<file path="src/common/vchess_pkg.sv">
`default_nettype none

package vchess_pkg;

   localparam int PIECE_WIDTH  = 4;
   localparam int RANK_WIDTH   = 8 * PIECE_WIDTH;    // Eight squares per rank
   localparam int BOARD_WIDTH  = 8 * RANK_WIDTH;     // 64 squares
   localparam int STATUS_WIDTH = 32;

   // Rank in [5:3], file in [2:0], square 0 is a1
   typedef logic [5:0] square_t;

   // Bit 3 is the colour, black when set
   typedef enum logic [PIECE_WIDTH-1:0] {
      EMPTY      = 4'h0,
      WHITE_PAWN = 4'h1,
      WHITE_KNIT = 4'h2,
      WHITE_BISH = 4'h3,
      WHITE_ROOK = 4'h4,
      WHITE_QUEN = 4'h5,
      WHITE_KING = 4'h6,
      BLACK_PAWN = 4'h9,
      BLACK_KNIT = 4'hA,
      BLACK_BISH = 4'hB,
      BLACK_ROOK = 4'hC,
      BLACK_QUEN = 4'hD,
      BLACK_KING = 4'hE
   } piece_e;

   typedef enum logic {
      RD_STATUS = 1'b0,
      RD_SQUARE = 1'b1
   } rd_sel_e;

   // Ranks are written file 7 first, so file 0 lands in the low bits
   localparam logic [RANK_WIDTH-1:0] WHITE_BACK_RANK = {
      WHITE_ROOK, WHITE_KNIT, WHITE_BISH, WHITE_KING,
      WHITE_QUEN, WHITE_BISH, WHITE_KNIT, WHITE_ROOK};
   localparam logic [RANK_WIDTH-1:0] BLACK_BACK_RANK = {
      BLACK_ROOK, BLACK_KNIT, BLACK_BISH, BLACK_KING,
      BLACK_QUEN, BLACK_BISH, BLACK_KNIT, BLACK_ROOK};
   localparam logic [RANK_WIDTH-1:0] WHITE_PAWN_RANK = {8{WHITE_PAWN}};
   localparam logic [RANK_WIDTH-1:0] BLACK_PAWN_RANK = {8{BLACK_PAWN}};
   localparam logic [RANK_WIDTH-1:0] EMPTY_RANK      = {8{EMPTY}};

   // Standard opening position, rank 7 in the top bits
   localparam logic [BOARD_WIDTH-1:0] START_BOARD = {
      BLACK_BACK_RANK, BLACK_PAWN_RANK,
      EMPTY_RANK, EMPTY_RANK, EMPTY_RANK, EMPTY_RANK,
      WHITE_PAWN_RANK, WHITE_BACK_RANK};

endpackage

`default_nettype wire

</file>
<file path="src/status_sync.sv">
`timescale 1ns/100ps
`default_nettype none

module status_sync
   import vchess_pkg::*;
#(
   parameter int SYNC_STAGES = 2,
   parameter int COUNT_WIDTH = 16
)
(
   input  wire                      c0_ddr4_ui_clk,
   input  wire                      rst_n,
   input  wire                      calib_complete,   // Async level from memory controller
   input  wire                      mem_rst,          // Async level from memory controller
   output logic [STATUS_WIDTH-1:0]  misc_status,
   output logic                     random_bit
);

   localparam int CNT_FIELD = STATUS_WIDTH - 16;    // Counter lives in the upper half

   logic [SYNC_STAGES-1:0] calib_sync;
   logic [SYNC_STAGES-1:0] mem_rst_sync;
   logic [COUNT_WIDTH-1:0] cycle_count;
   logic [CNT_FIELD-1:0]   count_field;

   always_ff @(posedge c0_ddr4_ui_clk)
   begin
      if (!rst_n)
      begin
         calib_sync   <= '0;
         mem_rst_sync <= '0;
         cycle_count  <= '0;
      end
      else
      begin
         calib_sync   <= {calib_sync[SYNC_STAGES-2:0], calib_complete};
         mem_rst_sync <= {mem_rst_sync[SYNC_STAGES-2:0], mem_rst};
         cycle_count  <= cycle_count + 1'b1;               // Free running, wraps
      end
   end

   assign count_field = CNT_FIELD'(cycle_count);
   assign misc_status = {count_field, 14'b0, mem_rst_sync[SYNC_STAGES-1],
                         calib_sync[SYNC_STAGES-1]};
   assign random_bit  = cycle_count[0];                    // Toggles every cycle

   a_count_step : assert property (@(posedge c0_ddr4_ui_clk) disable iff (!rst_n)
      $past(rst_n) |-> cycle_count == COUNT_WIDTH'($past(cycle_count) + 1'b1))
      else $error("status_sync: cycle counter did not advance by one");

endmodule

`default_nettype wire

</file>
<file path="src/board/board_loader.sv">
`timescale 1ns/100ps
`default_nettype none

module board_loader
   import vchess_pkg::*;
(
   input  wire                     c0_ddr4_ui_clk,
   input  wire                     rst_n,
   input  wire                     new_board_valid,  // Level or strobe from host
   input  wire [BOARD_WIDTH-1:0]   new_board,
   output logic [BOARD_WIDTH-1:0]  board_out,
   output logic                    board_valid       // One cycle after a load
);

   logic new_board_valid_z;   // Strobe from the previous cycle
   logic load_edge;

   // Rising edge only, so a held strobe loads once
   assign load_edge = new_board_valid & ~new_board_valid_z;

   always_ff @(posedge c0_ddr4_ui_clk)
   begin
      if (!rst_n)
      begin
         new_board_valid_z <= 1'b1;   // Needs a fresh low-to-high after reset
         board_valid       <= 1'b0;
      end
      else
      begin
         new_board_valid_z <= new_board_valid;
         board_valid       <= load_edge;
      end
   end

   // Position register, comes out of reset holding the opening
   always_ff @(posedge c0_ddr4_ui_clk)
   begin
      if (!rst_n)
      begin
         board_out <= START_BOARD;
      end
      else if (load_edge)
      begin
         board_out <= new_board;
      end
   end

   // Never two load pulses back to back
   a_valid_single : assert property (@(posedge c0_ddr4_ui_clk) disable iff (!rst_n)
      board_valid |=> !board_valid)
      else $error("board_loader: board_valid high in two consecutive cycles");

   // A pulse needs the strobe low two cycles back and high one cycle back,
   // and the board then matches what the host presented
   a_valid_after_edge : assert property (@(posedge c0_ddr4_ui_clk) disable iff (!rst_n)
      board_valid |-> $past(new_board_valid) && !$past(new_board_valid, 2)
                      && board_out == $past(new_board))
      else $error("board_loader: board_valid without a preceding rising edge");

endmodule

`default_nettype wire

</file>
<file path="src/reg_read.sv">
`timescale 1ns/100ps
`default_nettype none

module reg_read
   import vchess_pkg::*;
(
   input  wire                      c0_ddr4_ui_clk,
   input  wire                      rst_n,
   input  wire                      rd_en,        // One-cycle read strobe
   input  wire rd_sel_e             rd_sel,
   input  wire square_t             rd_square,
   input  wire [STATUS_WIDTH-1:0]   misc_status,
   input  wire [BOARD_WIDTH-1:0]    board_out,
   output logic [STATUS_WIDTH-1:0]  rd_data,
   output logic                     rd_valid
);

   logic [PIECE_WIDTH-1:0]  square_code;
   logic [STATUS_WIDTH-1:0] rd_mux;

   // Square index times four gives the bit offset
   assign square_code = board_out[rd_square * PIECE_WIDTH +: PIECE_WIDTH];

   always_comb
   begin
      case (rd_sel)
         RD_SQUARE : rd_mux = STATUS_WIDTH'(square_code);   // Zero extended
         default   : rd_mux = misc_status;
      endcase
   end

   always_ff @(posedge c0_ddr4_ui_clk)
   begin
      if (!rst_n)
      begin
         rd_valid <= 1'b0;
      end
      else
      begin
         rd_valid <= rd_en;
      end
   end

   // Read data only moves when a read is issued
   always_ff @(posedge c0_ddr4_ui_clk)
   begin
      if (rd_en)
      begin
         rd_data <= rd_mux;
      end
   end

   a_rd_latency : assert property (@(posedge c0_ddr4_ui_clk) disable iff (!rst_n)
      $past(rst_n) |-> rd_valid == $past(rd_en))
      else $error("reg_read: rd_valid is not rd_en delayed by one cycle");

endmodule

`default_nettype wire

</file>
<file path="src/vchess_top.sv">
`timescale 1ns/100ps
`default_nettype none

module vchess_top
   import vchess_pkg::*;
#(
   parameter int SYNC_STAGES = 2,
   parameter int COUNT_WIDTH = 16
)
(
   input  wire                      c0_ddr4_ui_clk,
   input  wire                      rst_n,
   input  wire                      calib_complete,
   input  wire                      mem_rst,
   input  wire                      new_board_valid,
   input  wire [BOARD_WIDTH-1:0]    new_board,
   input  wire                      rd_en,
   input  wire rd_sel_e             rd_sel,
   input  wire square_t             rd_square,
   output logic [BOARD_WIDTH-1:0]   board_out,
   output logic                     board_valid,
   output logic                     random_bit,
   output logic [STATUS_WIDTH-1:0]  rd_data,
   output logic                     rd_valid
);

   logic [STATUS_WIDTH-1:0] misc_status;   // Counter and synced status levels

   status_sync #(
      .SYNC_STAGES (SYNC_STAGES),
      .COUNT_WIDTH (COUNT_WIDTH)
   ) u_status_sync (
      .c0_ddr4_ui_clk (c0_ddr4_ui_clk),
      .rst_n          (rst_n),
      .calib_complete (calib_complete),
      .mem_rst        (mem_rst),
      .misc_status    (misc_status),
      .random_bit     (random_bit)
   );

   board_loader u_board_loader (
      .c0_ddr4_ui_clk  (c0_ddr4_ui_clk),
      .rst_n           (rst_n),
      .new_board_valid (new_board_valid),
      .new_board       (new_board),
      .board_out       (board_out),
      .board_valid     (board_valid)
   );

   reg_read u_reg_read (
      .c0_ddr4_ui_clk (c0_ddr4_ui_clk),
      .rst_n          (rst_n),
      .rd_en          (rd_en),
      .rd_sel         (rd_sel),
      .rd_square      (rd_square),
      .misc_status    (misc_status),
      .board_out      (board_out),
      .rd_data        (rd_data),
      .rd_valid       (rd_valid)
   );

endmodule

`default_nettype wire

</file>
<file path="config.mk">
export PLATFORM = sky130hd
export DESIGN_NAME = vchess_top
export DESIGN_NICKNAME = d
export VERILOG_FILES = /design/src/common/vchess_pkg.sv /design/src/status_sync.sv /design/src/board/board_loader.sv /design/src/reg_read.sv /design/src/vchess_top.sv
export SDC_FILE = /design/constraint.sdc
export NUM_CORES = 1
export LEC_CHECK = 0
export ABC_AREA = 1
export ABC_CLOCK_PERIOD_IN_PS = 1850
export BUFFER_PORTS_ARGS = -buffer_cell sky130_fd_sc_hd__buf_2
export CELL_PAD_IN_SITES_DETAIL_PLACEMENT = 2
export CELL_PAD_IN_SITES_GLOBAL_PLACEMENT = 2
export CORE_ASPECT_RATIO = 1.25
export CORE_MARGIN = 5
export CORE_UTILIZATION = 24
export DETAILED_ROUTE_END_ITERATION = 8
export PLACE_DENSITY_LB_ADDON = 0.1
export REMOVE_ABC_BUFFERS = 1
export SYNTH_ARGS = -nofsm -noshare
export SYNTH_HDL_FRONTEND = slang
export SYNTH_SLANG_ARGS = --single-unit
export TNS_END_PERCENT = 1
</file>
<file path="constraint.sdc">
create_clock -name c0_ddr4_ui_clk -period 1.85 [get_ports c0_ddr4_ui_clk]
set_clock_uncertainty 0.05 [all_clocks]
set_input_delay 0.2775 -clock c0_ddr4_ui_clk [delete_from_list [all_inputs] [get_ports c0_ddr4_ui_clk]]
set_output_delay 0.2775 -clock c0_ddr4_ui_clk [all_outputs]
set_load 0.01 [all_outputs]
</file>
==> impl_metrics.env, run 1 <==
export IMPL_syn_avg_cell_area_um2=6.862
export IMPL_hold_violations=0
export IMPL_setup_viol=0
export IMPL_min_delay_start="rst_n"
export IMPL_peakVddDrop_uv=470.8
export IMPL_io_buffers=547
export IMPL_critPathMaxStageDelay_ps=560
export IMPL_power_frac_comb=0.163
export IMPL_clk_insertion_delay_late_ps=550
export IMPL_power_density_mw_per_mm2=832.5
export IMPL_cts_buffers=36
export IMPL_dp_cells=3025
export IMPL_synth_xor_area_share=0
export IMPL_status="complete, no violations"
export IMPL_die_y_um=269.4
export IMPL_fin_cells=3349
export IMPL_cp_buffers_inverters=4
export IMPL_cts_sinks=299
export IMPL_crit_path_end_kind="register"
export IMPL_syn_area_mm2=0.01291
export IMPL_grt_max_degree=90
export IMPL_gp_congestion=0.7921
export IMPL_synthSimpleGateAreaFrac=0.3745
export IMPL_dieArea_mm2=0.05858
export IMPL_r2r_start="u_status_sync.count_field[0]"
export IMPL_drv_cap=0
export IMPL_synth_compound_area_share=0.08409
export IMPL_power_leakage_nw=9.929
export IMPL_max_freq_ghz=0.5907
export IMPL_hold_path_class="in2reg"
export IMPL_grt_ovfl_total=0
export IMPL_drt_pass1_iter_count=4
export IMPL_worstPathCellList="dlygate4sd3_1 -> buf_2 -> inv_1 -> nor2_4 -> buf_12 -> o21ai_0 -> nor2_1"
export IMPL_post_route_cells_drive_above_1_share=0.2505
export IMPL_fin_crit_sh=0.9151
export IMPL_fill_cells=6270
export IMPL_startpoint="new_board_valid"
export IMPL_cts_tree="done"
export IMPL_drc=0
export IMPL_power_frac_seq=0.424
export IMPL_clock_path_buffers=3
export IMPL_synthDistinctLibCells=23
export IMPL_nets=2913
export IMPL_switching_power_mw=4.772
export IMPL_syn_inst=1882
export IMPL_ios=560
export IMPL_synth_seq_area_share=0.4790
export IMPL_max_slew_margin=0.6327
export IMPL_p_sw_frac=0.2822
export IMPL_cp_top_family="buffers and inverters"
export IMPL_synth_fa_ha_area_frac=0.0009688
export IMPL_htreeDepth=2
export IMPL_grt_pass1_wl_um=111200
export IMPL_setup_worst_path_start_class="input pin"
export IMPL_core_area_mm2=0.05349
export IMPL_cp_max_fo=89
export IMPL_internal_power_mw=12.14
export IMPL_cpMaxStageDelayCell="dlygate4sd3_1"
export IMPL_slew_viol_final=0
export IMPL_synth_area_mux_share=0
export IMPL_dp_hpwl_um=51330
export IMPL_initial_core_util=0.2415
export IMPL_grt_pass1_vias=18000
export IMPL_cp_data_arrival_time_ps=2110
export IMPL_worstSetupPathType="in2reg"
export IMPL_dr_first_iter_drc_count=612
export IMPL_area_growth_synth_to_final_pct=57.29
export IMPL_tightestPinTransition_ps=550.9
export IMPL_p_total_mw=16.91
export IMPL_detail_route_antenna_nets=0
export IMPL_routed_wl_um=74070
export IMPL_dieWidth_um=217.5
export IMPL_synth_seq_cells=299
export IMPL_cts_root_buf="clkbuf_16"
export IMPL_track_usage=0.2428
export IMPL_antenna_found_initial=11
export IMPL_yosysWarnings=0
export IMPL_crit_required_ps=2260
export IMPL_clkPwrFrac=0.413
export IMPL_synth_top_family_by_area="simple AND/OR/NAND/NOR gates"
export IMPL_rows=95
export IMPL_drt_vias_per_instance=4.804
export IMPL_wl_per_cell_um=22.12
export IMPL_post_route_min_period_ps=1693
export IMPL_clk_pin_slew_worst_paths_ps=60
export IMPL_via_count=16088
power groups by stage:
stage | combinational [mW] | sequential (mW) | clock, mW
after global placement | 2.25 | 7.31 | 0
final | 2.76 | 7.17 | 6.99
after detailed placement | 2.30 | 7.31 | 0
after floorplan | 0.795 | 7.32 | 0
after CTS | 2.75 | 7.18 | 7.21
after global routing | 3.01 | 7.21 | 7.43
through the flow:
step	TNS [ps]	util	hold WS, ps	setup slack, ps	area, um2
after CTS	0	0.3792	62.07	35.24	20280
after floorplan	-3194820	-	296.2	-12430	12300
final	0	0.3798	77.93	157.1	20310
after global routing	-6.114	0.3798	76.55	-6.114	20310
after detailed placement	-331.2	0.3101	365.4	-119.1	16590
after global placement	-212.4	0.3101	374.1	-115.7	16590
cell families after synthesis:
family,after synthesis
AO/OA/AOI/OAI,217
buffers and inverters,187
adder cells (fa/ha/maj),1
other,1
AND/OR/NAND/NOR,1177
flip-flops,299
final timing paths:
check	to	slack, ps	cells past startpoint
worst max-delay path	u_board_loader.board_out[89]	160	7
worst min-delay path	u_board_loader.board_out[235]	80	2
worst max register to register	u_status_sync.count_field[14]	180	8
worst min register to register	u_status_sync.calib_sync[1]	380	2
worst register-to-register path, stage by stage (launching register included):
cell and delay [ps]:
dfxtp_1 350, ha_2 210, nand4_1 130, nor2_1 150
nand2_1 110, nor2_2 170, nand4_1 180, o21ai_1 160
a21oi_1 50
cells in the final DEF (no fill, tap or decap), types with 2 or more instances in the layout:
| cell | instances |
|---|---|
| nor3_1 | 4 |
| dlygate4sd3_1 | 259 |
| nand2_2 | 3 |
| nand3_1 | 283 |
| edfxtp_1 | 20 |
| nand3_2 | 2 |
| clkinv_2 | 3 |
| buf_4 | 41 |
| a21oi_1 | 10 |
| clkinv_1 | 3 |
| clkbuf_16 | 37 |
| nand4_1 | 4 |
| clkbuf_1 | 9 |
| clkbuf_8 | 4 |
| buf_12 | 19 |
| nand2_1 | 445 |
| nor2_1 | 430 |
| inv_1 | 31 |
| conb_1 | 12 |
| nor3_4 | 2 |
| dfxtp_1 | 278 |
| bufinv_16 | 2 |
| buf_2 | 544 |
| diode_2 | 7 |
| nor2_4 | 2 |
| o21ai_0 | 206 |
state kept, by name, indices dropped and copies added (netlist names):
| register | count |
|---|---|
| u_board_loader.board_out | 256 |
| u_board_loader.board_valid | 1 |
| u_board_loader.new_board_valid_z | 1 |
| u_reg_read.rd_data | 20 |
| u_reg_read.rd_valid | 1 |
| u_status_sync.calib_sync | 2 |
| u_status_sync.count_field | 16 |
| u_status_sync.mem_rst_sync | 2 |
synthesized netlist by cell type:
library cell    n  area [um2]
a21oi_1        10       50.05
buf_1          13       48.80
buf_2          34       170.2
buf_4          12       90.09
clkbuf_1       93       349.1
clkinv_1        1       3.750
conb_1          1       3.750
dfxtp_1       279        5585
edfxtp_1       20       600.6
ha_1            1       12.51
inv_1          33       123.9
inv_2           1       3.750
nand2_1       445        1670
nand2_2         3       18.77
nand3_1       284        1421
nand3_2         1       10.01
nand4_1         4       25.02
nor2_1        432        1622
nor2_4          1       11.26
nor3_1          4       20.02
nor3_4          2       32.53
nor4_1          1       6.260
o21ai_0       207        1036
final cells by class:
class,count,area [um2],share of cell area
multi-input combinational,1407,5998,0.2953
clock inverter,8,88.84,0.004373
timing repair buffer,864,6015,0.2961
clock buffer,50,1015,0.04995
antenna,7,17.52,0.0008623
sequential,299,6187,0.3046
inverter,35,142.6,0.007022
tap,679,849.6,0.04182
per-layer routing:
| metal | vias to the layer above | part of all wire | track usage |
|---|---|---|---|
| met5 | - | 0.00043 | 0 |
| met4 | 6 | 0.055 | 0.1199 |
| met3 | 168 | 0.044 | 0.04230 |
| met2 | 458 | 0.51 | 0.4374 |
| met1 | 7873 | 0.39 | 0.2743 |
| li1 | 7583 | - | - |
repair_timing:
| item | in CTS | in global routing |
|---|---|---|
| hold endpoints to repair | 259 | 0 |
| hold buffers | 259 | 0 |
| endpoints found under the setup margin | 0 | 4 |
| setup buffers | 0 | 0 |
| gates resized for setup | 0 | 5 |
No activity file was read; power rests on OpenSTA's default activity.
==> run 2, diff against run 1 <==
- PLACE_DENSITY: not set -> 0.75
- PLACE_DENSITY_LB_ADDON: 0.1 -> not set
==> impl_metrics.env, run 2 (synthesized netlist as in run 1, its figures left out) <==
export IMPL_final_common_cell="buf_2"
export IMPL_tightestPinTransition_ps=656.2
export IMPL_drt_vias_per_instance=5.014
export IMPL_post_route_cells_drive_above_1_share=0.2514
export IMPL_clk_pin_slew_worst_paths_ps=70
export IMPL_nets=2907
export IMPL_worstSetupPathType="in2reg"
export IMPL_rsz0062_at_grt="true"
export IMPL_setup_worst_path_start_class="input pin"
export IMPL_cts_root_buf="clkbuf_16"
export IMPL_grt_pass1_wl_um=120700
export IMPL_regMostFlops="u_board_loader.board_out"
export IMPL_multiInputGateArea_mm2=0.006006
export IMPL_area_growth_synth_to_final_pct=58.20
export IMPL_initial_core_util=0.2415
export IMPL_grt_busiest_layer="met2"
export IMPL_dr_first_iter_drc_count=781
export IMPL_crit_required_ps=2250
export IMPL_routed_wl_um=80880
export IMPL_io_buffers=547
export IMPL_final_cell_mix="buf_2 (544), nand2_1 (445), nor2_1 (429)"
export IMPL_detail_route_antenna_nets=0
export IMPL_dieWidth_um=217.5
export IMPL_max_slew_margin=0.5626
export IMPL_fill_cells=6120
export IMPL_track_usage=0.2645
export IMPL_peakVddDrop_uv=480.4
export IMPL_worstPathCellList="dlygate4sd3_1 -> buf_2 -> inv_1 -> nor2_4 -> buf_12 -> o21ai_0 -> nor2_1"
export IMPL_use_met1=0.2690
export IMPL_hold_path_class="in2reg"
export IMPL_grt_max_degree=98
export IMPL_cts_tree="done"
export IMPL_wl_per_cell_um=24.11
export IMPL_gp_congestion=0.8062
export IMPL_cpMaxStageDelayCell="dlygate4sd3_1"
export IMPL_drv_cap=0
export IMPL_die_y_um=269.4
export IMPL_drt_pass1_iter_count=5
export IMPL_setup_viol=0
export IMPL_grt_ovfl_total=0
export IMPL_post_route_min_period_ps=1786
export IMPL_dp_hpwl_um=50380
export IMPL_post_route_util=0.3820
export IMPL_rr_worst_depth=11
export IMPL_crit_path_end_kind="register"
export IMPL_slew_viol_final=0
export IMPL_fin_crit_sh=0.9653
export IMPL_cts_sinks=299
export IMPL_max_freq_ghz=0.5600
export IMPL_antenna_found_initial=16
export IMPL_startpoint="new_board_valid"
export IMPL_cp_data_arrival_time_ps=2190
export IMPL_htreeDepth=2
export IMPL_clock_path_buffers=3
export IMPL_cts_setup_buffers=0
export IMPL_status="complete, no violations"
export IMPL_drc=0
export IMPL_grtUsageMet2=0.4976
export IMPL_hold_violations=0
export IMPL_seqCellArea_mm2=0.006186
export IMPL_rows=95
export IMPL_setup_tns_ps=0
export IMPL_r2r_end="u_status_sync.count_field[11]"
export IMPL_cts_buffers=36
export IMPL_core_area_mm2=0.05349
export IMPL_gr_usage_met3=0.04960
export IMPL_via_count=16816
export IMPL_grt_pass1_vias=19259
export IMPL_clk_insertion_delay_late_ps=550
export IMPL_largest_register_ffs=256
export IMPL_power_density_mw_per_mm2=851.9
export IMPL_cp_max_fo=95
export IMPL_worst_r2r_setup_slack_ps=170
export IMPL_worst_setup_path_endpoint="u_board_loader.board_out[120]"
export IMPL_critPathMaxStageDelay_ps=570
export IMPL_dieArea_mm2=0.05858
export IMPL_ios=560
export IMPL_power_leakage_nw=9.961
export IMPL_r2r_start="u_status_sync.count_field[0]"
run 2: cell types whose count changed in the layout (fill, tap and decap cells not counted), moves of 2 or more:
cell / previous run / this run
buf_12: 19 / 25
buf_4: 41 / 29
clkbuf_8: 4 / 6
clkinv_1: 3 / 1
clkinv_2: 3 / 6
diode_2: 7 / 14
run 2: critical path: cells and delay by family:
family	cells	cell delay, ps
AND/OR/NAND/NOR	2	510
buffers and inverters	4	1130
AO/OA/AOI/OAI	1	180
run 2: repair_timing:
action                                  4_1_cts  5_1_grt
hold buffers                                259        0
endpoints found under the setup margin        0        8
gates resized for setup                       0        5
hold endpoints to repair                    258        0
run 2: area by class of cell:
class                   instances  share of cell area
clock buffers                  52             0.05205
clock inverters                10            0.005083
multi-input cells            1407              0.2940
diodes                         14            0.001715
repair buffers                858              0.2959
inverters                      35            0.006981
flip-flops and latches        299              0.3028
well taps                     679             0.04158
run 2: worst min-delay path by stage:
stage,from,end,depth (start not counted)
global placement,u_status_sync.mem_rst_sync[0],u_status_sync.mem_rst_sync[1],2
detailed placement,u_status_sync.mem_rst_sync[0],u_status_sync.mem_rst_sync[1],2
floorplan,rst_n,u_board_loader.new_board_valid_z,1
finish,rd_sel,u_reg_read.rd_data[20],2
CTS,new_board[168],u_board_loader.board_out[168],3
global route,rd_sel,u_reg_read.rd_data[20],2
run 2: stage by stage:
step | setup slack [ps] | instance area [um2] | hold slack, ps | total power [mW] | std cells
finish | 64.16 | 20430 | 80.96 | 17.40 | 3354
global route | -15.70 | 20430 | 79.24 | 18.04 | 3354
CTS | 28.48 | 20380 | 7.031 | 17.34 | 3340
detailed placement | -229.2 | 16620 | 355.4 | 9.599 | 3019
global placement | -123.4 | 16620 | 358.8 | 9.526 | 3019
floorplan | -12430 | 12300 | 296.2 | 8.120 | 1741
run 2: metal layers:
metal | vias up | part of all wire | routed length, um
met2 | 657 | 0.53 | 42750
met4 | 4 | 0.068 | 5483
li1 | 7585 | - | -
met5 | - | 0.00017 | 14
met1 | 8289 | 0.35 | 28660
met3 | 281 | 0.049 | 3973
run 2: where the power goes:
group	internal, mW	switching, mW
Sequential	6.84	0.342
Combinational	1.23	1.63
Clock	4.27	3.09
